$ cat src/hdl/rsa_pkg.sv
package rsa_pkg;

  // array side, also the lane count of one bank row
  localparam int DIM = 4;
  // data word width
  localparam int DW = 16;

  // bank geometry
  localparam int BANK_DEPTH = 16;
  localparam int BANK_AW = $clog2(BANK_DEPTH);
  localparam int LANE_W = $clog2(DIM);

  // first bank read until last product lands in the far corner PE
  localparam int CALC_CYCLES = 3 * DIM - 1;
  localparam int STEP_W = $clog2(CALC_CYCLES);

  // one data word, wraps mod 2^16
  typedef logic [DW-1:0] word_t;
  // one bank row, lane i in word i
  typedef logic [DIM-1:0][DW-1:0] row_t;
  typedef logic [BANK_AW-1:0] bank_addr_t;
  // row index inside the array
  typedef logic [LANE_W-1:0] lane_t;
  // sequencer step counter
  typedef logic [STEP_W-1:0] step_t;

  // A stored column-wise, row k holds column k
  localparam bank_addr_t A_BASE = bank_addr_t'(0);
  // B stored row-wise
  localparam bank_addr_t B_BASE = bank_addr_t'(4);
  // addend for the MAC mode, row-wise
  localparam bank_addr_t M_BASE = bank_addr_t'(8);
  // result rows land here
  localparam bank_addr_t C_BASE = bank_addr_t'(12);

  // last step of the calc stage
  localparam step_t CALC_LAST = step_t'(CALC_CYCLES - 1);
  // last step of a per-lane walk (feed reads, drain rows)
  localparam step_t LANE_LAST = step_t'(DIM - 1);

  typedef enum logic {
    OP_MUL,
    OP_MAC
  } op_e;

  typedef enum logic [1:0] {
    ST_IDLE,
    ST_CALC,
    ST_DRAIN,
    ST_DONE
  } cfg_state_e;

endpackage

$ cat src/hdl/rsa.sv
// bank ports, engine side
interface bank_if;
  import rsa_pkg::*;

  logic       en_a;
  bank_addr_t addr_a;
  row_t       dout_a;
  logic       en_b;
  logic       we_b;
  bank_addr_t addr_b;
  row_t       din_b;
  row_t       dout_b;

  modport ctl  (output en_a, addr_a, en_b, we_b, addr_b);
  modport mem  (input en_a, addr_a, en_b, we_b, addr_b, din_b, output dout_a, dout_b);
  modport feed (input dout_a, dout_b);
  modport out  (input dout_a, we_b, output din_b);
endinterface

// sequencer controls to the datapath
interface pe_ctrl_if;
  import rsa_pkg::*;

  logic  clear;
  logic  calc_en;
  logic  feed_valid;
  lane_t row_sel;
  logic  drain_valid;

  modport ctl   (output clear, calc_en, feed_valid, row_sel, drain_valid);
  modport array (input clear, calc_en, row_sel);
  modport feed  (input feed_valid);
  modport out   (input drain_valid);
endinterface


$ cat src/hdl/operand_feed.sv
module operand_feed (
  input  logic          clk,
  input  logic          i_reset,
  bank_if.feed          bank,
  pe_ctrl_if.feed       ctrl,
  output rsa_pkg::row_t o_west_col,
  output rsa_pkg::row_t o_south_row
);
  import rsa_pkg::*;

  // registered selectors, zero outside the valid window
  row_t  a_sel_q;
  row_t  b_sel_q;
  // skewed lanes before packing
  word_t a_lane [DIM];
  word_t b_lane [DIM];

  always_ff @(posedge clk) begin
    if (i_reset) begin
      a_sel_q <= '0;
      b_sel_q <= '0;
    end else begin
      a_sel_q <= ctrl.feed_valid ? bank.dout_a : '0;
      b_sel_q <= ctrl.feed_valid ? bank.dout_b : '0;
    end
  end

  for (genvar i = 0; i < DIM; i++) begin : g_lane
    if (i == 0) begin : g_direct
      // lane 0 enters the array without skew
      assign a_lane[0] = a_sel_q[0];
      assign b_lane[0] = b_sel_q[0];
    end else begin : g_skew
      // lane i delayed by i cycles
      word_t a_dly [i];
      word_t b_dly [i];

      always_ff @(posedge clk) begin
        if (i_reset) begin
          for (int k = 0; k < i; k++) begin
            a_dly[k] <= '0;
            b_dly[k] <= '0;
          end
        end else begin
          a_dly[0] <= a_sel_q[i];
          b_dly[0] <= b_sel_q[i];
          for (int k = 1; k < i; k++) begin
            a_dly[k] <= a_dly[k-1];
            b_dly[k] <= b_dly[k-1];
          end
        end
      end

      assign a_lane[i] = a_dly[i-1];
      assign b_lane[i] = b_dly[i-1];
    end
  end

  always_comb begin
    for (int i = 0; i < DIM; i++) begin
      o_west_col[i]  = a_lane[i];
      o_south_row[i] = b_lane[i];
    end
  end

endmodule

$ cat src/flat_wrapper.sv
// flat-port wrapper written by rule: the top's interface ports become plain ports
module operand_feed_flat import rsa_pkg::*;
  (clk, i_reset, o_west_col, o_south_row, bank_dout_a, bank_dout_b, ctrl_feed_valid);
  bank_if bank_i ();
  pe_ctrl_if ctrl_i ();
  input  logic clk;
  input  logic i_reset;
  output rsa_pkg::row_t o_west_col;
  output rsa_pkg::row_t o_south_row;
  input wire logic [$bits(bank_i.dout_a)-1:0] bank_dout_a;
  input wire logic [$bits(bank_i.dout_b)-1:0] bank_dout_b;
  input wire logic [$bits(ctrl_i.feed_valid)-1:0] ctrl_feed_valid;
  assign bank_i.dout_a = bank_dout_a;
  assign bank_i.dout_b = bank_dout_b;
  assign ctrl_i.feed_valid = ctrl_feed_valid;
  operand_feed u_core (.clk(clk), .i_reset(i_reset), .bank(bank_i), .ctrl(ctrl_i), .o_west_col(o_west_col), .o_south_row(o_south_row));
endmodule
$ cat config.mk
export PLATFORM = sky130hd
export DESIGN_NAME = operand_feed_flat
export DESIGN_NICKNAME = d
export VERILOG_FILES = /design/src/hdl/rsa_pkg.sv /design/src/hdl/rsa.sv /design/src/hdl/operand_feed.sv /design/src/flat_wrapper.sv
export SDC_FILE = /design/constraint.sdc
export NUM_CORES = 1
export LEC_CHECK = 0
export BUFFER_PORTS_ARGS = -buffer_cell sky130_fd_sc_hd__buf_2
export CAP_MARGIN = 20
export CORE_ASPECT_RATIO = 1.75
export CORE_UTILIZATION = 40
export DETAILED_ROUTE_END_ITERATION = 8
export PLACE_DENSITY_LB_ADDON = 0.1
export REMOVE_ABC_BUFFERS = 1
export SLEW_MARGIN = 10
export SYNTH_ARGS = -nofsm -noshare
export SYNTH_HDL_FRONTEND = slang
export SYNTH_SLANG_ARGS = --single-unit
$ cat constraint.sdc
create_clock -name clk -period 1.13 [get_ports clk]
set_input_delay 0.2825 -clock clk [delete_from_list [all_inputs] [get_ports clk]]
set_output_delay 0.2825 -clock clk [all_outputs]
set_load 0.02 [all_outputs]
Word-level counts from Yosys, hierarchy flattened:

Memory sizes are Yosys's and may differ from the RTL's.
Index checks and enable logic that the tools add are counted.

* div/mod/pow operators: 0
* add/subtract/negate cells: 0
* shift operators: 0
* reductions and logical operators: 3
* $lt $le $gt $ge: 0
* multipliers: 0
* mux-type cells: 17
* bitwise gates (word level): 11
* equality and inequality tests: 0

Operators by type and width (count)
* $mux 16: 12
* $reduce_or 16->1: 2
* $or 1x1->1: 10
* $mux 1: 5
* $reduce_or 2->1: 1
* $not 1->1: 1

* bits in writable memories: 192
* bits in latches: 0
* input bits: 131
* bits in registers: 128
* word-level logic and storage cells: 45
* output and inout port bits: 128
* memories: 6
* ROM bits: 0

Memories
* u_core.g_lane[3].g_skew.a_dly: words 3, width 16, rd ports 3, clocked after memory_dff 0, write ports 3, RTL line operand_feed.sv:35 `word_t a_dly [i];`
* u_core.g_lane[3].g_skew.b_dly: words 3, width 16, rd ports 3, clocked after memory_dff 0, write ports 3, RTL line operand_feed.sv:36 `word_t b_dly [i];`
* u_core.g_lane[2].g_skew.a_dly: words 2, width 16, rd ports 2, clocked after memory_dff 0, write ports 2, RTL line operand_feed.sv:35
* u_core.g_lane[2].g_skew.b_dly: words 2, width 16, rd ports 2, clocked after memory_dff 0, write ports 2, RTL line operand_feed.sv:36
* u_core.g_lane[1].g_skew.a_dly: words 1, width 16, rd ports 1, clocked after memory_dff 0, write ports 1, RTL line operand_feed.sv:35
* u_core.g_lane[1].g_skew.b_dly: words 1, width 16, rd ports 1, clocked after memory_dff 0, write ports 1, RTL line operand_feed.sv:36

Logic depth before layout (Yosys ltp):

* word-level depth: 3
* mapped depth: 3
* mapped depth without buffers: 1

Least setup slack after synthesis:

Ideal clock, no wire load.

* kind: in2reg
* start point: input port ctrl_feed_valid
* end point: register u_core.a_sel_q[31] (netlist bit)
* stages on the path: 3
* setup slack: 0.263 ns
* data required time: 1.014 ns
* arrival: 0.751 ns
* setup time: 0.116 ns
* path buffers: 2
* path through: buf_2 clkbuf_1 and3b_1

* longest elaborated chain between the ends: 2

Ends and longest elaborated chain
* start: declaration: RTL line flat_wrapper.sv:12 `input wire logic [$bits(ctrl_i.feed_valid)-1:0] ctrl_feed_valid;`
* $not 1->1 (no line)
* $reduce_or 2->1 (no line)
* end signal: assignment: RTL line operand_feed.sv:23 `a_sel_q <= ctrl.feed_valid ? bank.dout_a : '0;`
* end: declaration: RTL line operand_feed.sv:12 `row_t a_sel_q;`

No other way between the ends.
A chain may end at the register's enable or synchronous reset.

Worst setup path in the final report:

* start point: register u_core.b_sel_q, in the netlist u_core.o_south_row[12]
* end point: output port o_south_row[12] (netlist bit)

RTL lines
* start: declaration: RTL line operand_feed.sv:13 `row_t b_sel_q;`
* start signal: assignment: RTL line operand_feed.sv:24 `b_sel_q <= ctrl.feed_valid ? bank.dout_b : '0;`
* end: declaration: RTL line flat_wrapper.sv:9 `output rsa_pkg::row_t o_south_row;`

No word-level cell between the ends.

==> metrics.txt <==
run status finished with violations; failing checks negative setup slack; post-CTS setup buffer count 0; Critical Path AT 0.98 ns; Nets about 1200; min Tclk post-route 1.26 ns; reg-to-reg setup timing slack 0.59 ns; crit path kind reg2out; TritonCTS clock tree done; fin util 0.577; Syn Area/Cell 12.3 um^2; Final Cell Area 13700 um^2; Placed Area 10700 um^2; Vias between 5000 and 6000; Post-Syn Instances between 700 and 800; Worst VDD drop 0.00114 V; CTS root buf clkbuf_16; Die Height 208 um; TritonRoute pass-1 iters 4; Starting Density 0.406; Lkg Pwr 6.39 nW; YS warnings 0; fmax 793 MHz; Cell Chain, Critical Path buf_6; #FFs+latches synth 320; via/cell ratio approximately 4; setup TNS -15.26 ns; Final Hold Vio Count 0; antenna diode count 0; RSZ-0062 raised after global routing true; 1st-iter DRT viols between 200 and 250; Layout area overhead 42.1%; Final setup viols 128; Hold Path Depth 2; hold endpoint u_core.a_sel_q[49]$_SDFF_PP0_; Worst-Margin Slew 0.240 ns; initial antenna violation count 0; Routed Antenna Nets 0; # port buffers 258; first-pass GRT wire length about 29 mm; Die Span X 120 um; number of fillers in the final layout 1944; Yosys cell types 6; critical path endpoint category primary output; DR WL/cell 12.7 um; Num CTS Buffers 28; die area 24800 um^2; htree depth 1; Tcrit/Tclk final 1.12; Mapped Area 9680 um^2; max cap viols 0; Site Rows 75; layout cells sized above 1 0.407; number of global-route vias before repair 5762; Critical-path top delay cell dfxtp_2; clock sinks 320; crit-path max FO 1; total wire length around 18 mm; Buf+Inv Stages, Crit Path 1; clk slew on worst S/H paths approximately 0.06 ns; clock skew 0.00609 ns; HP Start bank_dout_a[49]; dpl hpwl 10.8 mm; Slew Limit Fails 0; pre-CTS WS 0.0289 ns; Total GRT Usage 0.144; Boundary Pins 259; PnR worst setup slack -0.131 ns; Slew headroom 0.840; Synth area leader dfxtp_1; RR Startpoint u_core.a_sel_q[24]$_SDFF_PP0_; Cell Pwr Density 1620 nW/um^2; Critical Path RT 0.85 ns; R2R cell count 1; CP max stage delay around 0.32 ns; sequential-to-total area share from yosys stat 0.662; CTS Buffer Depth 3; final hold slack approximately 0.025 ns; Core ar. roughly 24000 um^2; clk_lat worst skew 0.53 ns; GPL Wtd Cong 0.716; Residual DRC 0; Final Total Pwr between 20 and 25 mW; largest net degree at the start of global routing approximately 60; final instance count without filler cells between 1000 and 1500; Placed Cells 1227; crit-path leading delay family flip-flops; critical path launch point type flop; r2r endpoint u_core.g_lane[1].g_skew.a_dly[0][8]$_SDFF_PP0_; total grt overflow 0; Synth area leaders dfxtp_1, nor2b_1, and3b_1; Hold Crit Class in2reg; Synth top area share 0.662
-- repair_timing --
action                     CTS  global route
setup endpoints to repair  128           128
hold buffers               127             0
cloned                       0             0
hold endpoints to repair   127             0
resized for setup          383             1
-- kinds of logic after synthesis --
kind of cell           after synthesis  share of synthesized area
flip-flops                         320                      0.662
buffers and inverters              145                     0.0980
AND/OR/NAND/NOR                    320                      0.240
-- power by group --
part | internal, mW | switching [mW]
clock | 5.14 | 3.86
sequential | 11.6 | 0.0819
combinational | 0.932 | 0.590
total | 17.7 | 4.53
-- area by class of cell --
| cell class | count | area, um^2 | area share |
|---|---|---|---|
| tap | 308 | 385 | 0.0280 |
| multi-input combinational | 320 | 2320 | 0.169 |
| timing repair buffer | 406 | 3620 | 0.263 |
| clock buffer | 41 | 811 | 0.0590 |
| clock inverter | 4 | 45.0 | 0.00328 |
| sequential | 320 | 6570 | 0.478 |
-- state kept, by name (all words and copies together), names as in the netlist --
| name | cells |
|---|---|
| u_core.g_lane.g_skew.b_dly | 96 |
| u_core.o_west_col | 16 |
| u_core.a_sel_q | 48 |
| u_core.o_south_row | 16 |
| u_core.b_sel_q | 48 |
| u_core.g_lane.g_skew.a_dly | 96 |
-- Yosys cell counts --
cell type / instances
and3b_1: 128
buf_4: 96
nor2b_1: 192
clkbuf_1: 14
dfxtp_1: 320
buf_2: 35
-- layer usage --
layer	track usage	part of all wire	up-vias
met5	0	0	-
met4	0.0621	0.029	0
met3	0.0365	0.063	33
met2	0.263	0.52	171
met1	0.153	0.39	2603
li1	-	-	2949
-- cell usage in the layout, fill, tap and decap left out --
master         netlist  layout
and3b_1            128     128
buf_12               0       7
buf_2               35     128
buf_4               96      15
buf_6                0     128
bufinv_16            0       1
clkbuf_1            14       8
clkbuf_16            0      29
clkbuf_8             0       5
clkinv_2             0       3
dfxtp_1            320     192
dfxtp_2              0     128
dlygate4sd3_1        0     127
nor2b_1            192     192
-- worst max path at each step --
stage                     cells after the start                                               to                                       startpoint
final                                         1                                  o_south_row[12]                u_core.o_south_row[12]$_SDFF_PP0_
after global routing                          1                                   o_west_col[36]  u_core.g_lane[2].g_skew.a_dly[0][20]$_SDFF_PP0_
after CTS                                     1                                  o_south_row[54]  u_core.g_lane[3].g_skew.b_dly[0][38]$_SDFF_PP0_
after detailed placement                      4  u_core.g_lane[3].g_skew.a_dly[0][21]$_SDFF_PP0_                                          i_reset
after global placement                        4  u_core.g_lane[3].g_skew.a_dly[0][46]$_SDFF_PP0_                                          i_reset
after floorplan                               0                                   o_south_row[0]                 u_core.o_south_row[0]$_SDFF_PP0_
(Power assumes the default switching activity.)
