<file path="src/hdl/rsa_pkg.sv">
package rsa_pkg;

  // array side, also the lane count of one bank row
  localparam int DIM = 4;
  // data word width
  localparam int DW = 16;

  // bank geometry
  localparam int BANK_DEPTH = 16;
  localparam int BANK_AW = $clog2(BANK_DEPTH);
  localparam int LANE_W = $clog2(DIM);

  // first bank read until last product lands in the far corner PE
  localparam int CALC_CYCLES = 3 * DIM - 1;
  localparam int STEP_W = $clog2(CALC_CYCLES);

  // one data word, wraps mod 2^16
  typedef logic [DW-1:0] word_t;
  // one bank row, lane i in word i
  typedef logic [DIM-1:0][DW-1:0] row_t;
  typedef logic [BANK_AW-1:0] bank_addr_t;
  // row index inside the array
  typedef logic [LANE_W-1:0] lane_t;
  // sequencer step counter
  typedef logic [STEP_W-1:0] step_t;

  // A stored column-wise, row k holds column k
  localparam bank_addr_t A_BASE = bank_addr_t'(0);
  // B stored row-wise
  localparam bank_addr_t B_BASE = bank_addr_t'(4);
  // addend for the MAC mode, row-wise
  localparam bank_addr_t M_BASE = bank_addr_t'(8);
  // result rows land here
  localparam bank_addr_t C_BASE = bank_addr_t'(12);

  // last step of the calc stage
  localparam step_t CALC_LAST = step_t'(CALC_CYCLES - 1);
  // last step of a per-lane walk (feed reads, drain rows)
  localparam step_t LANE_LAST = step_t'(DIM - 1);

  typedef enum logic {
    OP_MUL,
    OP_MAC
  } op_e;

  typedef enum logic [1:0] {
    ST_IDLE,
    ST_CALC,
    ST_DRAIN,
    ST_DONE
  } cfg_state_e;

endpackage

</file>
<file path="src/hdl/rsa.sv">
// bank ports, engine side
interface bank_if;
  import rsa_pkg::*;

  logic       en_a;
  bank_addr_t addr_a;
  row_t       dout_a;
  logic       en_b;
  logic       we_b;
  bank_addr_t addr_b;
  row_t       din_b;
  row_t       dout_b;

  modport ctl  (output en_a, addr_a, en_b, we_b, addr_b);
  modport mem  (input en_a, addr_a, en_b, we_b, addr_b, din_b, output dout_a, dout_b);
  modport feed (input dout_a, dout_b);
  modport out  (input dout_a, we_b, output din_b);
endinterface

// sequencer controls to the datapath
interface pe_ctrl_if;
  import rsa_pkg::*;

  logic  clear;
  logic  calc_en;
  logic  feed_valid;
  lane_t row_sel;
  logic  drain_valid;

  modport ctl   (output clear, calc_en, feed_valid, row_sel, drain_valid);
  modport array (input clear, calc_en, row_sel);
  modport feed  (input feed_valid);
  modport out   (input drain_valid);
endinterface


</file>
<file path="src/hdl/c_out_stage.sv">
module c_out_stage (
  input  logic          clk,
  input  logic          i_reset,
  input  rsa_pkg::op_e  i_mode,
  pe_ctrl_if.out        ctrl,
  input  rsa_pkg::row_t i_acc_row,
  bank_if.out           bank
);
  import rsa_pkg::*;

  // accumulator row captured during drain
  row_t acc_q;

  always_ff @(posedge clk) begin
    if (ctrl.drain_valid) begin
      acc_q <= i_acc_row;
    end
  end

  // M row read on port a lines up with the captured row
  always_comb begin
    for (int j = 0; j < DIM; j++) begin
      if (i_mode == OP_MAC) begin
        bank.din_b[j] = acc_q[j] + bank.dout_a[j];
      end else begin
        bank.din_b[j] = acc_q[j];
      end
    end
  end

  // written row carries known data in every lane
  a_write_known : assert property (
    @(posedge clk) disable iff (i_reset) bank.we_b |-> !$isunknown(bank.din_b)
  ) else $error("c_out_stage: write-back row has unknown lanes");

endmodule

</file>
<file path="src/flat_wrapper.sv">
// flat-port wrapper written by rule: the top's interface ports become plain ports
module c_out_stage_flat import rsa_pkg::*;
  (clk, i_reset, i_mode, i_acc_row, ctrl_drain_valid, bank_dout_a, bank_we_b, bank_din_b);
  pe_ctrl_if ctrl_i ();
  bank_if bank_i ();
  input  logic clk;
  input  logic i_reset;
  input  rsa_pkg::op_e i_mode;
  input  rsa_pkg::row_t i_acc_row;
  input wire logic [$bits(ctrl_i.drain_valid)-1:0] ctrl_drain_valid;
  input wire logic [$bits(bank_i.dout_a)-1:0] bank_dout_a;
  input wire logic [$bits(bank_i.we_b)-1:0] bank_we_b;
  output wire logic [$bits(bank_i.din_b)-1:0] bank_din_b;
  assign ctrl_i.drain_valid = ctrl_drain_valid;
  assign bank_i.dout_a = bank_dout_a;
  assign bank_i.we_b = bank_we_b;
  assign bank_din_b = bank_i.din_b;
  c_out_stage u_core (.clk(clk), .i_reset(i_reset), .i_mode(i_mode), .ctrl(ctrl_i), .i_acc_row(i_acc_row), .bank(bank_i));
endmodule
</file>
<file path="config.mk">
export PLATFORM = sky130hd
export DESIGN_NAME = c_out_stage_flat
export DESIGN_NICKNAME = d
export VERILOG_FILES = /design/src/hdl/rsa_pkg.sv /design/src/hdl/rsa.sv /design/src/hdl/c_out_stage.sv /design/src/flat_wrapper.sv
export SDC_FILE = /design/constraint.sdc
export NUM_CORES = 1
export LEC_CHECK = 0
export BUFFER_PORTS_ARGS = -buffer_cell sky130_fd_sc_hd__buf_4
export CAP_MARGIN = 20
export CORE_MARGIN = 8
export CORE_UTILIZATION = 45
export CTS_CLUSTER_DIAMETER = 150
export DETAILED_ROUTE_END_ITERATION = 8
export GPL_TIMING_DRIVEN = 0
export PLACE_DENSITY = 0.85
export REMOVE_ABC_BUFFERS = 1
export SYNTH_ARGS = -nofsm -noshare
export SYNTH_HDL_FRONTEND = slang
export SYNTH_SLANG_ARGS = --single-unit
</file>
<file path="constraint.sdc">
create_clock -name clk -period 3.2 [get_ports clk]
set_input_delay 0.64 -clock clk [delete_from_list [all_inputs] [get_ports clk]]
set_output_delay 0.64 -clock clk [all_outputs]
set_load 0.03 [all_outputs]
</file>
* Word level (Yosys, flattened, before mapping)
Index checks and enable logic that the tools add are counted.
Word-level totals: register bits 64
Cells by class: add/sub/neg operators 4, multiplexer cells 4
Operators by type and width (count):
- 16-bit adder | 4
- 16-bit two-way mux | 4

* Longest topological paths before layout
depth after elaboration 2, mapped depth 9

* Worst setup path before layout
No wires, ideal clock.
path kind input -> output, start point input bank_dout_a[0], end point output bank_din_b[12], arrival 3.048 ns, data required time 2.560 ns, path slack -0.488 ns, cell stages on the path 9, cells stage by stage ha_1 fa_1 a21oi_1 o21ai_0 a21oi_1 nor2_1 o211a_1 o21a_1 o31ai_1
On the way: cells in the longest elaborated chain, start to end 2
Ends and longest elaborated chain:
- start, declared | line flat_wrapper.sv:11 | input wire logic [$bits(bank_i.dout_a)-1:0] bank_dout_a;
- 16-bit adder | line c_out_stage.sv:24 | bank.din_b[j] = acc_q[j] + bank.dout_a[j];
- 16-bit two-way mux | line c_out_stage.sv:23 | if (i_mode == OP_MAC) begin
- end, declared | line flat_wrapper.sv:13 | output wire logic [$bits(bank_i.din_b)-1:0] bank_din_b;
No other way between the ends.

* Final worst setup path
start point register u_core.acc_q[32] (netlist name), end point output bank_din_b[46]
On the way: cells in the longest elaborated chain, start to end 2
Ends and longest elaborated chain:
- start, declared | line c_out_stage.sv:12 | row_t acc_q;
- start signal, assigned | line c_out_stage.sv:16 | acc_q <= i_acc_row;
- 16-bit adder | line c_out_stage.sv:24
- 16-bit two-way mux | line c_out_stage.sv:23
No other way between the ends.

==> run_results.csv <==
group,metric,value,unit
floorplanning,core-area,11900,um2
timing,least_margin_pin_slew,0.899,ns
synth,synth_enable_flop_cells,64,
finish,area.sequential,1920,um2
pwr,power_per_cell_area,485,nW/um2
finish,largest-register,"u_core.acc_q",
cts,ctsHoldBuffers,0,
routing,dr_total_vias,5133,
timing,rsz_0062_raised_after_global_routing,"true",
timing,fin_ws,-0.307,ns
cts,longest_clk_path_bufs,2,
worst_setup_path,crit_required,2.56,ns
synth,postSynthRegisterBits,64,
routing,drt_first_pass_iters,5,
synth,post_synth_instance_area,5400,um2
timing,final_min_period_over_clock_period,110,%
timing,hold_viol_final,0,
placed_design,port_buffer_count,194,
finish,layout-area-overhead-vs-synth,49.8,%
cts,cts-htree-levels,3,
synth,synth-async-reset-ratio,0,%
timing,finalMaxSlewViolations,0,
synth,yosysUniqueCellTypes,54,
finish,largestRegisters,"u_core.acc_q x64",
worst_setup_path,crit_arrival,2.87,ns
placed_design,hpwlAfterDp,11.7,mm
floorplanning,initial_utilization,45.5,%
floorplanning,die_y,125,um
finish,number_of_inserted_filler_cells_in_the_final_layout,840,
routing,drc,0,
synth,syn-mean-instance-area,10.4,um2
timing,timing.final.crit_period,3.51,ns
synth,netlist.top_cell.by_area,"sky130_fd_sc_hd__edfxtp_1",
placed_design,place.gp.congestion,0.845,
pwr,irDropWorstVdd,0.347,mV
synth,synth.top_cell.area_share,35.6,%
worst_setup_path,criticalPathCategory,"reg -> out",
global_route,maximum_number_of_pins_on_one_net_before_global_route_repair,70,
global_route,number_of_antenna_violations_at_the_first_check_in_global_routing,0,
finish,largest_reg_flops,64,
finish,multi_input_area,3850,um2
routing,postRouteWirelength,17.8,mm
finish,layout.cells.most_common_list,"sky130_fd_sc_hd__buf_4, sky130_fd_sc_hd__edfxtp_1, sky130_fd_sc_hd__ha_1, sky130_fd_sc_hd__mux2_2, sky130_fd_sc_hd__a21oi_1",
finish,final_core_util,68.1,%
finish,fin_area,8080,um2
worst_setup_path,timing.critical_path.to_type,"output pin",
cts,clockRootBuffer,"sky130_fd_sc_hd__clkbuf_16",
status,failing_checks,"setup timing",
routing,routed_wire_length_per_instance,19.9,um
timing,fmax,0.285,GHz
cts,clock_transition_at_the_registers_of_the_reported_paths,0.06,ns
worst_setup_path,path_max_fanout,3,
global_route,grt_overflow_total,0,
status,run_status,"finished with violations",
global_route,first_global_vias,5258,
worst_setup_path,worst_setup_path_start_kind,"flip-flop",
routing,drt_first_iter_violations,452,
global_route,grt_use_total,20.1,%
finish,layout.cells.most_common,"sky130_fd_sc_hd__buf_4",
hold_path,worst_hold_path_type,"in -> reg",
global_route,wire_length_of_the_first_global_routing_pass,25.7,mm
timing,timing.slew.headroom,40.1,%
floorplanning,row_count,40,
synth,synth-main-ff-cell,"sky130_fd_sc_hd__edfxtp_1",
cts,tritoncts,"done",
routing,route.detailed.vias_per_inst,5.72,
finish,nNetsFinal,943,
placed_design,dpl-instance-area,6990,um2
synth,synth_warnings,0,
finish,ant_diodes,0,
routing,drtAntennaViolNets,0,
synth,seq_area_frac_synth,35.6,%
floorplanning,die_width,125,um
run,cap_viol_max_count,0,
timing,setup-violations-final,20,
cts,numCtsBuffers,9,
floorplanning,die_area,15700,um2
timing,setup-tns-final,-2.82,ns
finish,drive_above_1_share,48.7,%
cts,cts_sinks,64,
floorplanning,ioPinCount,197,
synth,post_synth_inst_count,517,
synth,synth_area_leaders,"sky130_fd_sc_hd__edfxtp_1, sky130_fd_sc_hd__ha_1, sky130_fd_sc_hd__mux2_2, sky130_fd_sc_hd__xnor2_1, sky130_fd_sc_hd__a21oi_1",
pwr,static_leakage,3.50,nW
## repair_timing
| action | CTS | global route |
|---|---|---|
| buffers inserted | 21 | 17 |
| pin swaps | 37 | 39 |
| setup endpoints to repair | 31 | 36 |
| resized for setup | 63 | 52 |
## stage by stage
step | hold slack, ns | cells | worst slack (ns) | power, W
floorplan | 0.739 | 505 | -0.488 | 0.00209
global placement | 0.818 | 846 | -0.442 | 0.00259
detailed placement | 0.819 | 846 | -0.455 | 0.00263
CTS | 0.461 | 883 | -0.186 | 0.00376
global route | 0.457 | 898 | -0.372 | 0.00408
finish | 0.466 | 898 | -0.307 | 0.00392
## where the power goes
part           switching, W  total (W)  internal (W)
Combinational       0.00101    0.00189      0.000874
Clock              0.000392   0.000987      0.000595
Sequential        0.0000457    0.00105       0.00100
## synth_stat cells (2+ instances only)
master and count:
sky130_fd_sc_hd__and3_1 6, sky130_fd_sc_hd__nor2b_1 4, sky130_fd_sc_hd__nor2_1 23, sky130_fd_sc_hd__a211o_1 3, sky130_fd_sc_hd__edfxtp_1 64, sky130_fd_sc_hd__nand2_1 35, sky130_fd_sc_hd__o21ai_0 28, sky130_fd_sc_hd__a31oi_1 4
sky130_fd_sc_hd__nor3_1 4, sky130_fd_sc_hd__fa_1 4, sky130_fd_sc_hd__mux2i_1 2, sky130_fd_sc_hd__buf_1 4, sky130_fd_sc_hd__nand3_1 10, sky130_fd_sc_hd__o21ai_2 3, sky130_fd_sc_hd__o31ai_1 3, sky130_fd_sc_hd__ha_1 60
sky130_fd_sc_hd__a211oi_1 8, sky130_fd_sc_hd__o21ai_1 4, sky130_fd_sc_hd__a21boi_0 3, sky130_fd_sc_hd__a311oi_1 2, sky130_fd_sc_hd__a311oi_2 3, sky130_fd_sc_hd__inv_1 12, sky130_fd_sc_hd__a21o_1 15, sky130_fd_sc_hd__o41ai_1 2
sky130_fd_sc_hd__o21bai_1 11, sky130_fd_sc_hd__mux2_2 44, sky130_fd_sc_hd__nand4_1 3, sky130_fd_sc_hd__a21oi_1 52, sky130_fd_sc_hd__nand3b_1 2, sky130_fd_sc_hd__nand2b_1 8, sky130_fd_sc_hd__xor2_1 19, sky130_fd_sc_hd__o21a_1 8
sky130_fd_sc_hd__nor3b_1 2, sky130_fd_sc_hd__clkbuf_1 8, sky130_fd_sc_hd__xnor2_1 33, sky130_fd_sc_hd__o211ai_1 3
## layer usage
| metal | GRT usage, % | vias to the layer above | routed length (um) |
|---|---|---|---|
| li1 | - | 2424 | - |
| met1 | 21.0 | 2480 | 6880 |
| met2 | 37.1 | 194 | 9450 |
| met3 | 6.25 | 35 | 1090 |
| met4 | 7.31 | 0 | 431 |
| met5 | 0 | - | 0 |
## final timing paths
path	slack [ns]	startpoint	to	depth (start not counted)
max	-0.31	u_core.acc_q[32]	bank_din_b[46]	10
min	0.47	i_acc_row[4]	u_core.acc_q[4]	1
## layout make-up
cell class              instances  share of cell area, %
well taps                     147                   2.28
clock buffers                   9                   2.79
repair buffers                230                   22.2
clock inverters                 7                  0.774
multi-input cells             429                   47.6
inverters                      12                  0.557
flip-flops and latches         64                   23.8
## cell families after synthesis
kind of cell | Yosys count | synth area share, %
buffers and inverters | 24 | 1.67
flip-flops | 64 | 35.6
AO/OA/AOI/OAI | 163 | 19.9
adder cells (fa/ha/maj) | 64 | 15.4
AND/OR/NAND/NOR | 103 | 9.11
XOR/XNOR | 52 | 8.44
multiplexers | 47 | 9.83
## worst max-delay path: stages, from the launching register on
cell                       delay, ns
sky130_fd_sc_hd__edfxtp_1       0.46
sky130_fd_sc_hd__ha_2           0.25
sky130_fd_sc_hd__fa_2           0.38
sky130_fd_sc_hd__a21oi_4        0.19
sky130_fd_sc_hd__o21ai_2        0.10
sky130_fd_sc_hd__a31oi_4        0.20
sky130_fd_sc_hd__o21ai_2        0.11
sky130_fd_sc_hd__a311oi_2       0.27
sky130_fd_sc_hd__xnor2_1        0.10
sky130_fd_sc_hd__mux2_4         0.27
sky130_fd_sc_hd__buf_4          0.17
Power figures use the tool's default switching activity.
