===== src/hdl/rsa_pkg.sv =====
package rsa_pkg;

  // array side, also the lane count of one bank row
  localparam int DIM = 4;
  // data word width
  localparam int DW = 16;

  // bank geometry
  localparam int BANK_DEPTH = 16;
  localparam int BANK_AW = $clog2(BANK_DEPTH);
  localparam int LANE_W = $clog2(DIM);

  // first bank read until last product lands in the far corner PE
  localparam int CALC_CYCLES = 3 * DIM - 1;
  localparam int STEP_W = $clog2(CALC_CYCLES);

  // one data word, wraps mod 2^16
  typedef logic [DW-1:0] word_t;
  // one bank row, lane i in word i
  typedef logic [DIM-1:0][DW-1:0] row_t;
  typedef logic [BANK_AW-1:0] bank_addr_t;
  // row index inside the array
  typedef logic [LANE_W-1:0] lane_t;
  // sequencer step counter
  typedef logic [STEP_W-1:0] step_t;

  // A stored column-wise, row k holds column k
  localparam bank_addr_t A_BASE = bank_addr_t'(0);
  // B stored row-wise
  localparam bank_addr_t B_BASE = bank_addr_t'(4);
  // addend for the MAC mode, row-wise
  localparam bank_addr_t M_BASE = bank_addr_t'(8);
  // result rows land here
  localparam bank_addr_t C_BASE = bank_addr_t'(12);

  // last step of the calc stage
  localparam step_t CALC_LAST = step_t'(CALC_CYCLES - 1);
  // last step of a per-lane walk (feed reads, drain rows)
  localparam step_t LANE_LAST = step_t'(DIM - 1);

  typedef enum logic {
    OP_MUL,
    OP_MAC
  } op_e;

  typedef enum logic [1:0] {
    ST_IDLE,
    ST_CALC,
    ST_DRAIN,
    ST_DONE
  } cfg_state_e;

endpackage


===== src/hdl/rsa.sv =====
// bank ports, engine side
interface bank_if;
  import rsa_pkg::*;

  logic       en_a;
  bank_addr_t addr_a;
  row_t       dout_a;
  logic       en_b;
  logic       we_b;
  bank_addr_t addr_b;
  row_t       din_b;
  row_t       dout_b;

  modport ctl  (output en_a, addr_a, en_b, we_b, addr_b);
  modport mem  (input en_a, addr_a, en_b, we_b, addr_b, din_b, output dout_a, dout_b);
  modport feed (input dout_a, dout_b);
  modport out  (input dout_a, we_b, output din_b);
endinterface




===== src/hdl/temp_bank.sv =====
module temp_bank (
  input  logic               clk,
  input  logic               i_reset,
  bank_if.mem                bank,
  input  logic               i_wr_en,
  input  rsa_pkg::bank_addr_t i_wr_addr,
  input  rsa_pkg::row_t      i_wr_data,
  input  logic               i_rd_en,
  input  rsa_pkg::bank_addr_t i_rd_addr,
  output rsa_pkg::row_t      o_rd_data,
  output logic               o_rd_val
);
  import rsa_pkg::*;

  row_t mem [BANK_DEPTH];

  // port a, engine reads or host reads
  logic       a_en;
  bank_addr_t a_addr;
  row_t       dout_a_q;
  // port b, engine read/write or host writes
  logic       b_en;
  logic       b_we;
  bank_addr_t b_addr;
  row_t       b_din;
  row_t       dout_b_q;
  logic       rd_val_q;

  // engine has the port whenever it enables it
  assign a_en   = bank.en_a | i_rd_en;
  assign a_addr = bank.en_a ? bank.addr_a : i_rd_addr;
  assign b_en   = bank.en_b | i_wr_en;
  assign b_we   = bank.en_b ? bank.we_b : i_wr_en;
  assign b_addr = bank.en_b ? bank.addr_b : i_wr_addr;
  assign b_din  = bank.en_b ? bank.din_b : i_wr_data;

  always_ff @(posedge clk) begin
    if (a_en) begin
      dout_a_q <= mem[a_addr];
    end
  end

  // write-first is not needed, read and write never share a cycle here
  always_ff @(posedge clk) begin
    if (b_en) begin
      if (b_we) begin
        mem[b_addr] <= b_din;
      end else begin
        dout_b_q <= mem[b_addr];
      end
    end
  end

  // host read data one cycle after the request
  always_ff @(posedge clk) begin
    if (i_reset) begin
      rd_val_q <= 1'b0;
    end else begin
      rd_val_q <= i_rd_en & ~bank.en_a;
    end
  end

  assign bank.dout_a = dout_a_q;
  assign bank.dout_b = dout_b_q;
  assign o_rd_data   = dout_a_q;
  assign o_rd_val    = rd_val_q;

  // host and sequencer never touch the bank in the same cycle
  a_no_overlap : assert property (
    @(posedge clk) disable iff (i_reset)
      !((i_rd_en || i_wr_en) && (bank.en_a || bank.en_b))
  ) else $error("temp_bank: host access collides with engine access");

endmodule


===== src/flat_wrapper.sv =====
// flat-port wrapper written by rule: the top's interface ports become plain ports
module temp_bank_flat import rsa_pkg::*;
  (clk, i_reset, i_wr_en, i_wr_addr, i_wr_data, i_rd_en, i_rd_addr, o_rd_data, o_rd_val, bank_en_a, bank_addr_a, bank_en_b, bank_we_b, bank_addr_b, bank_din_b, bank_dout_a, bank_dout_b);
  bank_if bank_i ();
  input  logic clk;
  input  logic i_reset;
  input  logic i_wr_en;
  input  rsa_pkg::bank_addr_t i_wr_addr;
  input  rsa_pkg::row_t i_wr_data;
  input  logic i_rd_en;
  input  rsa_pkg::bank_addr_t i_rd_addr;
  output rsa_pkg::row_t o_rd_data;
  output logic o_rd_val;
  input wire logic [$bits(bank_i.en_a)-1:0] bank_en_a;
  input wire logic [$bits(bank_i.addr_a)-1:0] bank_addr_a;
  input wire logic [$bits(bank_i.en_b)-1:0] bank_en_b;
  input wire logic [$bits(bank_i.we_b)-1:0] bank_we_b;
  input wire logic [$bits(bank_i.addr_b)-1:0] bank_addr_b;
  input wire logic [$bits(bank_i.din_b)-1:0] bank_din_b;
  output wire logic [$bits(bank_i.dout_a)-1:0] bank_dout_a;
  output wire logic [$bits(bank_i.dout_b)-1:0] bank_dout_b;
  assign bank_i.en_a = bank_en_a;
  assign bank_i.addr_a = bank_addr_a;
  assign bank_i.en_b = bank_en_b;
  assign bank_i.we_b = bank_we_b;
  assign bank_i.addr_b = bank_addr_b;
  assign bank_i.din_b = bank_din_b;
  assign bank_dout_a = bank_i.dout_a;
  assign bank_dout_b = bank_i.dout_b;
  temp_bank u_core (.clk(clk), .i_reset(i_reset), .bank(bank_i), .i_wr_en(i_wr_en), .i_wr_addr(i_wr_addr), .i_wr_data(i_wr_data), .i_rd_en(i_rd_en), .i_rd_addr(i_rd_addr), .o_rd_data(o_rd_data), .o_rd_val(o_rd_val));
endmodule

===== config.mk =====
export PLATFORM = sky130hd
export DESIGN_NAME = temp_bank_flat
export DESIGN_NICKNAME = d
export VERILOG_FILES = /design/src/hdl/rsa_pkg.sv /design/src/hdl/rsa.sv /design/src/hdl/temp_bank.sv /design/src/flat_wrapper.sv
export SDC_FILE = /design/constraint.sdc
export NUM_CORES = 2
export LEC_CHECK = 0
export BUFFER_PORTS_ARGS = -buffer_cell sky130_fd_sc_hd__buf_2
export CORE_MARGIN = 5
export CORE_UTILIZATION = 36
export CTS_BUF_LIST = sky130_fd_sc_hd__clkbuf_4 sky130_fd_sc_hd__clkbuf_8 sky130_fd_sc_hd__clkbuf_16
export DETAILED_ROUTE_END_ITERATION = 12
export MAX_ROUTING_LAYER = met4
export PLACE_DENSITY = 0.59
export SLEW_MARGIN = 30
export SYNTH_ARGS = -nofsm -noshare
export SYNTH_HDL_FRONTEND = slang
export SYNTH_SLANG_ARGS = --single-unit

===== constraint.sdc =====
create_clock -name clk -period 14.6 [get_ports clk]
set_input_delay 2.92 -clock clk [delete_from_list [all_inputs] [get_ports clk]]
set_output_delay 2.92 -clock clk [all_outputs]
set_load 0.02 [all_outputs]

## After elaboration in Yosys (flattened, before gate mapping)

Memory sizes are Yosys's and may differ from the RTL's. A register that Yosys moved wholly into a read port is not among the register bits.
Cells that the tools add are included.

| cells by class | value |
|---|---|
| mux-type cells | 7 |
| bitwise gates (word level) | 5 |
| reductions and logical operators | 1 |

Operator list:

| cell | number |
|---|---|
| two-way mux 64 bit | 1 |
| two-way mux 4 bit | 2 |
| two-way mux 1 bit | 4 |
| inverter 1 bit | 2 |
| bitwise OR 1 bit | 2 |
| AND reduction 2 bit | 1 |
| AND 1 bit | 1 |

| word-level totals | value |
|---|---|
| register bits after elaboration | 1 |
| bits in writable memories | 1024 |
| output and inout port bits | 193 |
| logic and storage cells | 15 |
| memories | 1 |

Memories:

| memory | depth | bits a word | read ports | clocked after memory_dff | wr ports | RTL line | text |
|---|---|---|---|---|---|---|---|
| u_core.mem | 16 | 64 | 2 | 2 | 1 | temp_bank.sv:15 | `row_t mem [BANK_DEPTH];` |

## Depth between registers and ports, before layout

| depth | value |
|---|---|
| depth after elaboration | 4 |
| depth in mapped cells | 8 |
| mapped depth without buffers | 4 |

## Least setup slack after synthesis

Ideal clock, no wire load.

| path | value |
|---|---|
| path type | input-to-reg |
| start | input bank_en_b |
| end | memory u_core.mem[10][0] (netlist name) (enable) |
| setup time | 486 ps |
| arrival | 6738 ps |
| required time | 14114 ps |
| path slack | 7376 ps |
| stages | 7 |
| path buffers | 4 |
| path through | buf_2 buf_2 buf_2 buf_2 mux2i_1 nand2_1 nor2_1 |

| between the ends | value |
|---|---|
| cells in the longest elaborated chain, start to end | 4 |
| elaborated cells between the ends (all ways) | 6 |
| classes of those cells | 5 x mux; 1 x bitwise |

RTL lines:

| item | RTL line | text |
|---|---|---|
| from (decl) | flat_wrapper.sv:16 | `input wire logic [$bits(bank_i.en_b)-1:0] bank_en_b;` |
| two-way mux 1 bit | temp_bank.sv:33 | `assign b_we = bank.en_b ? bank.we_b : i_wr_en;` |
| two-way mux 1 bit | temp_bank.sv:46 | `if (b_we) begin` |
| two-way mux 1 bit | temp_bank.sv:45 | `if (b_en) begin` |
| two-way mux 1 bit (implied by the code) | temp_bank.sv:47 | `mem[b_addr] <= b_din;` |
| to (decl) | temp_bank.sv:15 |  |

Parallel ways exist; a longest one is shown, timed or not.

## Worst setup path in the final report

| path | value |
|---|---|
| start | input bank_en_b |
| end | register u_core.dout_b_q (netlist bit u_core.bank.dout_b[19]), data pin |

| between the ends | value |
|---|---|
| cells in the longest elaborated chain, start to end | 3 |
| elaborated cells between the ends (all ways) | 5 |
| classes of those cells | 2 x mux; 2 x bitwise; 1 x reduce/logical |

RTL lines:

| item | RTL line | text |
|---|---|---|
| two-way mux 1 bit | n/a |  |
| inverter 1 bit (no line) | n/a |  |
| AND reduction 2 bit (no line) | n/a |  |
| to (signal assigned) | temp_bank.sv:49 | `dout_b_q <= mem[b_addr];` |
| to (decl) | temp_bank.sv:26 | `row_t dout_b_q;` |

Parallel ways exist; a longest one is shown, timed or not.
A chain may end at the register's enable or synchronous reset.

==> flow_summary.json <==
{
  "coreArea_mm2": 0.1478,
  "worst_setup_path_start_kind": "primary input",
  "slew_violations": 0,
  "clock-sinks": 1153,
  "htreeDepth": 3,
  "setup_viol": 0,
  "p_int_mw": 5.838,
  "cts_setup_buffers": 0,
  "yosysWarnings": 0,
  "final.setup.tns_ns": 0,
  "cts.hold.buffers_added": 0,
  "r2r-start": "u_core.mem[5][26]",
  "grt.total_usage_pct": 22.07,
  "clkPwrFrac_pct": 38.7,
  "postSynthCellCount": 3428,
  "crit_required_ns": 15.01,
  "cts_made_buffers": 121,
  "grt_pass1_wl_um": 247200,
  "antenna_found_initial": 11,
  "root_buffer": "clkbuf_16",
  "fillers": 13340,
  "crit_start": "bank_en_b",
  "netlist_area_mm2": 0.05359,
  "initial_core_util_pct": 36.25,
  "dp_worst_setup_slack_ns": 7.371,
  "die_width_um": 395.8,
  "drive_above_1_share_pct": 22.57,
  "hold_ws_ns": 0.7302,
  "grt_setup_unrepaired": "false",
  "area_growth_pct": 13.58,
  "synth_edf_count": 1152,
  "vias": 34540,
  "synth_fp_nets": 3579,
  "max_freq_mhz": 163.3,
  "swShare_pct": 25.03,
  "io_buffers": 343,
  "powerDensity_mw_per_mm2": 127.9,
  "grt_max_degree": 133,
  "skew_ns": 0.02792,
  "fin_nets": 3776,
  "synthDistinctLibCells": 45,
  "clk_latency_ns": 0.74,
  "dpl.hpwl_um": 91820,
  "final_cell_mix": "1152 x edfxtp_1, 513 x mux2i_1, 502 x a21boi_0, 342 x buf_2, 256 x o22ai_1",
  "rows": 141,
  "crit_type": "primary input to flip-flop",
  "layout_commonest_cell": "edfxtp_1",
  "multi_input_area_mm2": 0.01743,
  "die_h_um": 395.8,
  "maxSlewHeadroom_pct": 28.14,
  "synth-seq-cells": 1153,
  "final_cells": 5657,
  "drt_iter0_markers": 3748,
  "setup_ws_ns": 8.476,
  "post-route-period-util_pct": 41.95,
  "hold_start": "u_core.mem[14][11]",
  "drt-pass1-iter-count": 5,
  "status": "finished clean",
  "hold_viol": 0,
  "hold_path_class": "flip-flop to flip-flop",
  "p_seq_share_pct": 49.7,
  "routed_via_density": 6.106,
  "tightest_slew_ns": 1.078,
  "avgSynthCellArea_um2": 15.63,
  "ant_nets": 0,
  "path_clk_slew_ns": 0.06,
  "p_leak_nw": 21.02,
  "final.min_clock_period_ns": 6.124,
  "critPathCaptureType": "flip-flop",
  "die_area_mm2": 0.1567,
  "drv_cap": 0,
  "arrival_ns": 6.53,
  "grt_pass1_vias": 34780,
  "io_pins": 344,
  "peakVddDrop_mv": 0.09162,
  "seq_area_frac_synth_pct": 64.59,
  "synthArstFlopShare_pct": 0,
  "drt-wirelength-per-cell_um": 30.81,
  "final_util_pct": 41.17,
  "ys.flop_type": "edfxtp_1",
  "place.gp.congestion": 0.7802,
  "cts_max_path_buffers": 3,
  "crit_path_max_fanout": 57,
  "cts_resized": 0,
  "wirelength_um": 174300,
  "cts_tree": "done",
  "drc_errors": 0,
  "comb_power_share_pct": 11.6,
  "seqCellArea_mm2": 0.03461,
  "p_sw_mw": 1.949,
  "dp.cells": 5428,
  "overflow": 0
}
-- registers in the layout, summed over array words and instances (netlist names) --
name	count
u_core.bank.dout_b	64
u_core.bank.dout_a	64
u_core.mem	1024
u_core.o_rd_val	1
-- final cells by class --
type | count | share of cell area [%]
flip-flops and latches | 1153 | 56.87
multi-input cells | 1925 | 28.64
clock buffers | 147 | 5.382
repair buffers | 422 | 4.157
well taps | 1930 | 3.968
clock inverters | 73 | 0.9457
diodes | 5 | 0.02056
inverters | 2 | 0.01233
-- power groups by stage --
stage	Sequential, mW	Combinational, mW	Clock [mW]
6_report	3.87	0.904	3.01
3_5_place_dp	3.94	0.900	0
3_3_place_gp	3.94	0.892	0
2_1_floorplan	3.97	0.550	0
4_1_cts	3.87	0.902	3.06
5_1_grt	3.88	0.950	3.20
-- synthesized netlist by cell type (all sizes together) (4+ instances only) --
cell type,instances,share of area (%)
and3b,5,0.082
a21boi,512,7.2
mux2,67,1.4
buf,207,2.4
nand2,132,0.92
o22ai,256,3.0
nor3b,4,0.056
mux4,128,5.4
or4,64,0.90
o41ai,128,2.1
edfxtp,1152,65
o21ai,9,0.18
and3,5,0.058
nor2,14,0.098
mux2i,515,9.6
nand4,63,0.74
clkbuf,141,0.99
-- per-stage QoR --
stage                     total power [mW]  instance area, µm²
after floorplan                      4.518               53590
after global placement               4.831               56770
final                                7.787               60860
after CTS                            7.835               60740
after global routing                 8.031               60860
after detailed placement             4.842               56890
-- routing by layer --
layer | wire, µm | share of wire (%) | vias to the layer above | track usage, %
li1 | - | - | 14390 | -
met1 | 74890 | 43 | 18150 | 29.98
met3 | 13930 | 8.0 | 324 | 3.840
met4 | 4506 | 2.6 | 0 | 6.466
met5 | 0 | 0 | - | -
met2 | 80950 | 46 | 1684 | 34.26
-- path summary, 6_finish.rpt --
check / endpoint / slack (ns) / cells after the start
min: u_core.bank.dout_a[11] / 0.73 / 3
max reg2reg: u_core.bank.dout_b[26] / 12.85 / 3
max: u_core.bank.dout_b[19] / 8.48 / 7
min reg2reg: u_core.bank.dout_a[11] / 0.73 / 3
-- kinds of logic after synthesis --
kind of cell | share of synthesized area [%]
flip-flops | 64.59
AND/OR/NAND/NOR | 3.026
buffers and inverters | 3.372
multiplexers | 16.42
AO/OA/AOI/OAI | 12.59
-- worst max-delay path: stages --
cell and delay, ns:
buf_6 0.47, or3_4 0.63, buf_4 0.84, buf_4 0.65
a21boi_0 0.18, o41ai_1 0.40, nand4_1 0.28
(Power assumes the default switching activity.)
