File: src/hdl/rsa_pkg.sv
package rsa_pkg;

  // array side, also the lane count of one bank row
  localparam int DIM = 4;
  // data word width
  localparam int DW = 16;

  // bank geometry
  localparam int BANK_DEPTH = 16;
  localparam int BANK_AW = $clog2(BANK_DEPTH);
  localparam int LANE_W = $clog2(DIM);

  // first bank read until last product lands in the far corner PE
  localparam int CALC_CYCLES = 3 * DIM - 1;
  localparam int STEP_W = $clog2(CALC_CYCLES);

  // one data word, wraps mod 2^16
  typedef logic [DW-1:0] word_t;
  // one bank row, lane i in word i
  typedef logic [DIM-1:0][DW-1:0] row_t;
  typedef logic [BANK_AW-1:0] bank_addr_t;
  // row index inside the array
  typedef logic [LANE_W-1:0] lane_t;
  // sequencer step counter
  typedef logic [STEP_W-1:0] step_t;

  // A stored column-wise, row k holds column k
  localparam bank_addr_t A_BASE = bank_addr_t'(0);
  // B stored row-wise
  localparam bank_addr_t B_BASE = bank_addr_t'(4);
  // addend for the MAC mode, row-wise
  localparam bank_addr_t M_BASE = bank_addr_t'(8);
  // result rows land here
  localparam bank_addr_t C_BASE = bank_addr_t'(12);

  // last step of the calc stage
  localparam step_t CALC_LAST = step_t'(CALC_CYCLES - 1);
  // last step of a per-lane walk (feed reads, drain rows)
  localparam step_t LANE_LAST = step_t'(DIM - 1);

  typedef enum logic {
    OP_MUL,
    OP_MAC
  } op_e;

  typedef enum logic [1:0] {
    ST_IDLE,
    ST_CALC,
    ST_DRAIN,
    ST_DONE
  } cfg_state_e;

endpackage

File: src/hdl/rsa.sv
// bank ports, engine side
interface bank_if;
  import rsa_pkg::*;

  logic       en_a;
  bank_addr_t addr_a;
  row_t       dout_a;
  logic       en_b;
  logic       we_b;
  bank_addr_t addr_b;
  row_t       din_b;
  row_t       dout_b;

  modport ctl  (output en_a, addr_a, en_b, we_b, addr_b);
  modport mem  (input en_a, addr_a, en_b, we_b, addr_b, din_b, output dout_a, dout_b);
  modport feed (input dout_a, dout_b);
  modport out  (input dout_a, we_b, output din_b);
endinterface

// sequencer controls to the datapath
interface pe_ctrl_if;
  import rsa_pkg::*;

  logic  clear;
  logic  calc_en;
  logic  feed_valid;
  lane_t row_sel;
  logic  drain_valid;

  modport ctl   (output clear, calc_en, feed_valid, row_sel, drain_valid);
  modport array (input clear, calc_en, row_sel);
  modport feed  (input feed_valid);
  modport out   (input drain_valid);
endinterface


File: src/hdl/pe_config.sv
module pe_config (
  input  logic         clk,
  input  logic         i_reset,
  input  logic         i_start,
  input  rsa_pkg::op_e i_op,
  bank_if.ctl          bank,
  pe_ctrl_if.ctl       ctrl,
  output rsa_pkg::op_e o_mode,
  output logic         o_busy,
  output logic         o_done
);
  import rsa_pkg::*;

  cfg_state_e state_q;
  step_t      step_q;
  op_e        mode_q;
  logic       busy_q;
  logic       done_q;

  // array controls, one cycle behind the state
  logic       clear_q;
  logic       calc_en_q;
  logic       feed_valid_q;

  // write-back follows each drain row by one cycle
  logic       wr_q;
  lane_t      wr_row_q;

  logic       start_ok;
  logic       feed_rd;
  logic       drain;

  // start only counts while idle
  assign start_ok = (state_q == ST_IDLE) && i_start;
  // first DIM steps of calc read A and B
  assign feed_rd  = (state_q == ST_CALC) && (step_q <= LANE_LAST);
  assign drain    = (state_q == ST_DRAIN);

  always_ff @(posedge clk) begin
    if (i_reset) begin
      state_q <= ST_IDLE;
      step_q  <= '0;
    end else begin
      case (state_q)
        ST_IDLE: begin
          if (i_start) begin
            state_q <= ST_CALC;
            step_q  <= '0;
          end
        end
        ST_CALC: begin
          // hold until the far corner PE has its last product
          if (step_q == CALC_LAST) begin
            state_q <= ST_DRAIN;
            step_q  <= '0;
          end else begin
            step_q <= step_q + 1'b1;
          end
        end
        ST_DRAIN: begin
          // one accumulator row per step
          if (step_q == LANE_LAST) begin
            state_q <= ST_DONE;
            step_q  <= '0;
          end else begin
            step_q <= step_q + 1'b1;
          end
        end
        ST_DONE: begin
          // last write-back happens here
          state_q <= ST_IDLE;
        end
        default: begin
          state_q <= ST_IDLE;
        end
      endcase
    end
  end

  always_ff @(posedge clk) begin
    if (i_reset) begin
      mode_q       <= OP_MUL;
      busy_q       <= 1'b0;
      done_q       <= 1'b0;
      clear_q      <= 1'b0;
      calc_en_q    <= 1'b0;
      feed_valid_q <= 1'b0;
      wr_q         <= 1'b0;
    end else begin
      // op latched once per run
      if (start_ok) begin
        mode_q <= i_op;
      end
      if (start_ok) begin
        busy_q <= 1'b1;
      end else if (state_q == ST_DONE) begin
        busy_q <= 1'b0;
      end
      done_q       <= (state_q == ST_DONE);
      // accumulators zeroed in the first calc cycle
      clear_q      <= start_ok;
      // enable spans calc steps shifted by one
      calc_en_q    <= (state_q == ST_CALC);
      // read data lands one cycle after the enable
      feed_valid_q <= feed_rd;
      wr_q         <= drain;
    end
  end

  // row index for the pending write-back
  always_ff @(posedge clk) begin
    wr_row_q <= lane_t'(step_q);
  end

  // port a: A columns in calc, M rows in drain
  assign bank.en_a   = feed_rd | drain;
  assign bank.addr_a = drain ? (M_BASE + bank_addr_t'(step_q))
                             : (A_BASE + bank_addr_t'(step_q));
  // port b: B rows in calc, C rows after drain
  assign bank.en_b   = feed_rd | wr_q;
  assign bank.we_b   = wr_q;
  assign bank.addr_b = wr_q ? (C_BASE + bank_addr_t'(wr_row_q))
                            : (B_BASE + bank_addr_t'(step_q));

  assign ctrl.clear       = clear_q;
  assign ctrl.calc_en     = calc_en_q;
  assign ctrl.feed_valid  = feed_valid_q;
  assign ctrl.row_sel     = drain ? lane_t'(step_q) : '0;
  assign ctrl.drain_valid = drain;

  assign o_mode = mode_q;
  assign o_busy = busy_q;
  assign o_done = done_q;

endmodule

File: src/flat_wrapper.sv
// flat-port wrapper written by rule: the top's interface ports become plain ports
module pe_config_flat import rsa_pkg::*;
  (clk, i_reset, i_start, i_op, o_mode, o_busy, o_done, bank_en_a, bank_addr_a, bank_en_b, bank_we_b, bank_addr_b, ctrl_clear, ctrl_calc_en, ctrl_feed_valid, ctrl_row_sel, ctrl_drain_valid);
  bank_if bank_i ();
  pe_ctrl_if ctrl_i ();
  input  logic clk;
  input  logic i_reset;
  input  logic i_start;
  input  rsa_pkg::op_e i_op;
  output rsa_pkg::op_e o_mode;
  output logic o_busy;
  output logic o_done;
  output wire logic [$bits(bank_i.en_a)-1:0] bank_en_a;
  output wire logic [$bits(bank_i.addr_a)-1:0] bank_addr_a;
  output wire logic [$bits(bank_i.en_b)-1:0] bank_en_b;
  output wire logic [$bits(bank_i.we_b)-1:0] bank_we_b;
  output wire logic [$bits(bank_i.addr_b)-1:0] bank_addr_b;
  output wire logic [$bits(ctrl_i.clear)-1:0] ctrl_clear;
  output wire logic [$bits(ctrl_i.calc_en)-1:0] ctrl_calc_en;
  output wire logic [$bits(ctrl_i.feed_valid)-1:0] ctrl_feed_valid;
  output wire logic [$bits(ctrl_i.row_sel)-1:0] ctrl_row_sel;
  output wire logic [$bits(ctrl_i.drain_valid)-1:0] ctrl_drain_valid;
  assign bank_en_a = bank_i.en_a;
  assign bank_addr_a = bank_i.addr_a;
  assign bank_en_b = bank_i.en_b;
  assign bank_we_b = bank_i.we_b;
  assign bank_addr_b = bank_i.addr_b;
  assign ctrl_clear = ctrl_i.clear;
  assign ctrl_calc_en = ctrl_i.calc_en;
  assign ctrl_feed_valid = ctrl_i.feed_valid;
  assign ctrl_row_sel = ctrl_i.row_sel;
  assign ctrl_drain_valid = ctrl_i.drain_valid;
  pe_config u_core (.clk(clk), .i_reset(i_reset), .i_start(i_start), .i_op(i_op), .bank(bank_i), .ctrl(ctrl_i), .o_mode(o_mode), .o_busy(o_busy), .o_done(o_done));
endmodule
File: config.mk
export PLATFORM = sky130hd
export DESIGN_NAME = pe_config_flat
export DESIGN_NICKNAME = d
export VERILOG_FILES = /design/src/hdl/rsa_pkg.sv /design/src/hdl/rsa.sv /design/src/hdl/pe_config.sv /design/src/flat_wrapper.sv
export SDC_FILE = /design/constraint.sdc
export NUM_CORES = 1
export LEC_CHECK = 0
export BUFFER_PORTS_ARGS = -buffer_cell sky130_fd_sc_hd__buf_4
export CAP_MARGIN = 10
export CORE_MARGIN = 2
export CORE_UTILIZATION = 48
export DETAILED_ROUTE_END_ITERATION = 10
export PLACE_DENSITY = 0.83
export SYNTH_ARGS = -nofsm -noshare
export SYNTH_HDL_FRONTEND = slang
export SYNTH_SLANG_ARGS = --single-unit
File: constraint.sdc
create_clock -name clk -period 2.1 [get_ports clk]
set_clock_uncertainty 0.05 [all_clocks]
set_input_delay 0.105 -clock clk [delete_from_list [all_inputs] [get_ports clk]]
set_output_delay 0.105 -clock clk [all_outputs]
set_load 0.05 [all_outputs]
=== Yosys cells after proc, flatten, opt, wreduce, memory -nomap -nowiden ===
Cells that the tools add are included.

* Bits in registers: 15
* Input bits: 4
* Output and inout bits: 20

* $add $sub $neg: 4
* Magnitude comparators: 1
* Equal/unequal tests: 8
* Muxes and demuxes: 13
* Bitwise logic cells: 2
* Reductions and logical operators: 7

{| class="wikitable"
|+ Operators by type and width
! cell !! count
|-
| $mux 4 || 5
|-
| $pmux 4 s3 || 1
|-
| $mux 2 || 4
|-
| $pmux 2 s4 || 1
|-
| $add 3x3->4 const A || 1
|-
| $add 3x4->4 const A || 1
|-
| $add 4x1->4 const B || 1
|-
| $add 4x4->4 const A || 1
|-
| $eq 2x2->1 const B || 2
|-
| $eq 4x2->1 const B || 1
|-
| $eq 4x4->1 const B || 1
|-
| $le 4x2->1 const B || 1
|-
| $ne 2x2->1 const B || 2
|-
| $reduce_and 3->1 || 1
|-
| $reduce_bool 3->1 || 1
|-
| $eq 2x1->1 const B || 1
|-
| $logic_and 1x1->1 || 2
|-
| $logic_not 2->1 || 1
|-
| $mux 1 || 2
|-
| $ne 2x1->1 const B || 1
|-
| $or 1x1->1 || 2
|-
| $reduce_and 2->1 || 1
|-
| $reduce_bool 2->1 || 1
|}

=== Depth between registers and ports, before layout ===
* Depth in word-level cells: 3
* Gate-level depth with buffers: 7
* Depth with buffers taken out: 6

=== Least setup slack after synthesis ===
OpenSTA, ideal clock, no wires.

* Kind: reg2reg
* From: register u_core.state_q[0]
* To: register u_core.step_q[3]
* Arrival time: 1905 ps
* Slack: 71 ps
* Stages on the path, launching flop included: 7
* Buffers on the path: 0
* Cells stage by stage: dfxtp_1 inv_1 ha_1 a21boi_2 o21ai_1 or4_1 a31oi_1

* Word-level cells in the longest chain between the ends: 3
* Elaborated cells on any way between the ends: 7
* Classes of those cells: eq/ne: 3; mux: 1; reduce/logical: 3

{| class="wikitable"
|+ RTL lines
! item !! line !! RTL
|-
| start, declared || pe_config.sv:14 || <nowiki>cfg_state_e state_q;</nowiki>
|-
| start signal, assigned || pe_config.sv:41 || <nowiki>state_q <= ST_IDLE;</nowiki>
|-
| start signal, assigned || pe_config.sv:47 || <nowiki>state_q <= ST_CALC;</nowiki>
|-
| start signal, assigned || pe_config.sv:54 || <nowiki>state_q <= ST_DRAIN;</nowiki>
|-
| $eq 2x2->1 * || n/a ||
|-
| net ctrl_drain_valid || flat_wrapper.sv:22 || <nowiki>output wire logic [$bits(ctrl_i.drain_valid)-1:0] ctrl_drain_valid;</nowiki>
|-
| $reduce_bool 3->1 (no line) || n/a ||
|-
| $reduce_and 2->1 (no line) || n/a ||
|-
| end signal, assigned || pe_config.sv:57 || <nowiki>step_q <= step_q + 1'b1;</nowiki>
|-
| end signal, assigned || pe_config.sv:66 || <nowiki>step_q <= step_q + 1'b1;</nowiki>
|-
| end, declared || pe_config.sv:15 || <nowiki>step_t step_q;</nowiki>
|}

The timed path passes the listed nets; every way through them passes the cells marked *.
A chain may end at the register's enable or synchronous reset.

=== Final worst setup path ===
* From: register u_core.state_q[0]
* To: register u_core.step_q[3]

* Word-level cells in the longest chain between the ends: 3
* Elaborated cells on any way between the ends: 7
* Classes of those cells: eq/ne: 3; mux: 1; reduce/logical: 3

{| class="wikitable"
|+ RTL lines
! item !! line !! RTL
|-
| $eq 2x1->1 (tied with other cells) || pe_config.sv:44 || <nowiki>case (state_q)</nowiki>
|-
| $reduce_bool 3->1 (no line) or $ne 2x2->1 (tied branches) || n/a ||
|-
| $reduce_and 2->1 (no line) || n/a ||
|}

Several ways; a longest one is shown, not always the timed one.

==> results_dict.tcl <==
set metrics [dict create \
    status "finished clean" \
    finalSetupViolations 0 \
    clock_latency_ps 280 \
    core_area_mm2 0.001489 \
    drv_cap 0 \
    grt_usage_pct 17.15 \
    end_kind "flop" \
    path_clk_slew_ps 90 \
    ant_nets 0 \
    grt_pass1_vias 579 \
    grt-ovfl-total 0 \
    required_ps 2260 \
    final_area_um2 957.2 \
    nNetsFinal 121 \
    min_period_over_period_pct 93.73 \
    max_stage_delay_ps 530 \
    path_max_fanout 7 \
    slew_violations 0 \
    grt_start_max_net_pins 14 \
    via_per_inst 5.081 \
    fmax_mhz 508.1 \
    synthCells 83 \
    leakage_nw 0.4600 \
    min_period_ps 1968 \
    port_buffers 23 \
    worstMarginPinSlew_ps 300.8 \
    numCtsBuffers 3 \
    dpl.hpwl_mm 1.090 \
    synth_top_area_share_pct 39.41 \
    synth_seq_cells 15 \
    firstDrtPassIters 4 \
    start_kind "flop" \
    routed_wl_mm 1.463 \
    r2r_cells 6 \
    antenna_found_initial 0 \
    synth_area_leader_cell "dfxtp_1" \
    die_w_um 43.84 \
    cts-root-buf "clkbuf_4" \
    ys_top_cells_by_area "dfxtp_1, ha_1, nand2_1, a21oi_1, nand2b_1" \
    drt_iter0_markers 12 \
    post_dp_cell_area_um2 930.9 \
    synth_warnings 0 \
    slew_headroom_pct 79.79 \
    ir_drop_mv 0.6390 \
    drive_above_1_share_pct 29.91 \
    cp_slowest_cell "or4_1" \
    synth_area_um2 762.0 \
    cts.sinks 15 \
    arrival_ps 2130 \
    area_delta_synth_final_pct 25.62 \
    crit_path_cell_trace "inv_1, ha_1, nor2b_4, or2_1, or4_1, a31oi_1" \
    power_density_mw_per_mm2 1353 \
    synthArstFlopShare_pct 0 \
    instances_no_fill 123 \
    yosysMostFrequentCell "dfxtp_1" \
    clk_path_buf_depth 2 \
    synth_fp_nets 96 \
    critPathTopFamily "simple AND/OR/NAND/NOR gates" \
    die_y_um 43.84 \
    vias 625 \
    gp_routability_congestion 0.8131 \
    synth.avg_cell_area_um2 9.180 \
    dp_cells 119 \
    synth_cell_types 31 \
    synth_edf_count 0 \
    finalSetupTns_ps 0 \
    post_drt_wl_per_cell_um 11.89 \
    hold_path_depth 3 \
    drc 0 \
    synth_common_cells "dfxtp_1, ha_1, nand2_1" \
    htreeDepth 1 \
    grt_pass1_wl_mm 2.463 \
    ys_seq_area_share_pct 39.41 \
    rows 14 \
    post_cts_buffers 0 \
    diodes 0 \
    critPathBufInv 1 \
    hold_viol_final 0 \
    tritoncts "done" \
    synth_flop_cell "dfxtp_1" \
    die_area_mm2 0.001922 \
    rsz0062_at_grt "no" \
    path_class "reg -> reg" \
    ioPinCount 24 \
    start_util_pct 51.18 \
    hold_class "in -> reg" \
    path_depth 6 \
]
==> worst paths after layout <==
path,startpoint,to,slack (ps)
min reg2reg,u_core.o_mode$_SDFFE_PP0P_,u_core.o_mode$_SDFFE_PP0P_,420
max reg2reg,u_core.state_q[0]$_SDFFE_PP0P_,u_core.step_q[3]$_SDFFE_PP0P_,130
min,i_op,u_core.o_mode$_SDFFE_PP0P_,30
max,u_core.state_q[0]$_SDFFE_PP0P_,u_core.step_q[3]$_SDFFE_PP0P_,130
==> placed cells by master, fill, tap and decap left out, drive strengths merged, types with 2 or more instances in the layout <==
cell type	instances
nor2	5
and2	2
or3	2
a21oi	5
nand2	8
o21ai	2
buf	25
inv	5
nor3	2
clkbuf	4
a21boi	2
ha	9
nand2b	4
nor2b	4
nand3	2
dfxtp	15
or2	2
==> final cells by class <==
cell class                      count  area, µm²
Clock buffer                        4      26.28
Sequential cell                    15      300.3
Fill cell                         128      531.8
Inverter                            5      18.77
Tap cell                           16      20.02
Timing Repair Buffer               25      187.7
Multi-Input combinational cell     58      404.1
==> logic make-up (layout without fill, tap and decap cells) <==
family                   Yosys count  after routing  synth area share (%)
AND/OR/NAND/NOR                   35             35                 25.45
flip-flops                        15             15                 39.41
AO/OA/AOI/OAI                     11             11                 8.866
buffers and inverters             10             34                 7.553
adder cells (fa/ha/maj)            9              9                 14.78
multiplexers                       2              2                 2.791
XOR/XNOR                           1              1                 1.150
==> worst min-delay path: stages <==
cell	delay (ps)
buf_4	110
nand3_1	60
a21oi_1	60
==> routing by layer <==
metal  vias to the layer above  GRT usage (%)  share of wire, %
met5                         -              0                 0
met4                         0          9.091               2.5
met3                         5          4.167               4.4
met2                        12          27.35                49
met1                       287          21.17                44
li1                        321              -                 -
==> stage by stage <==
step / total power [mW] / setup slack (ps) / utilization (%) / hold WS [ps]
floorplan: 0.9446 / 71.31 / - / 126.6
global placement: 1.126 / 213.9 / 62.52 / 324.9
detailed placement: 1.133 / 123.9 / 62.52 / 334.7
CTS: 1.301 / 86.08 / 64.29 / 28.12
global route: 1.377 / 41.60 / 64.29 / 20.76
finish: 1.295 / 131.7 / 64.29 / 28.30
==> repair_timing <==
action / CTS / global route
resized for setup: 0 / 1
hold buffers: 0 / 0
setup endpoints to repair: 0 / 1
==> sequential cells by signal (all words and copies together), names as in the netlist <==
signal	cells
u_core.ctrl.feed_valid	1
u_core.step_q	4
u_core.ctrl.clear	1
u_core.o_done	1
u_core.ctrl.calc_en	1
u_core.state_q	2
u_core.o_mode	1
u_core.o_busy	1
u_core.bank.we_b	1
u_core.wr_row_q	2
==> where the power goes <==
group | switching (mW) | internal [mW]
registers | 0.0349 | 0.339
clock network | 0.0925 | 0.0738
logic | 0.499 | 0.255
total | 0.627 | 0.668
(Power assumes the default switching activity.)
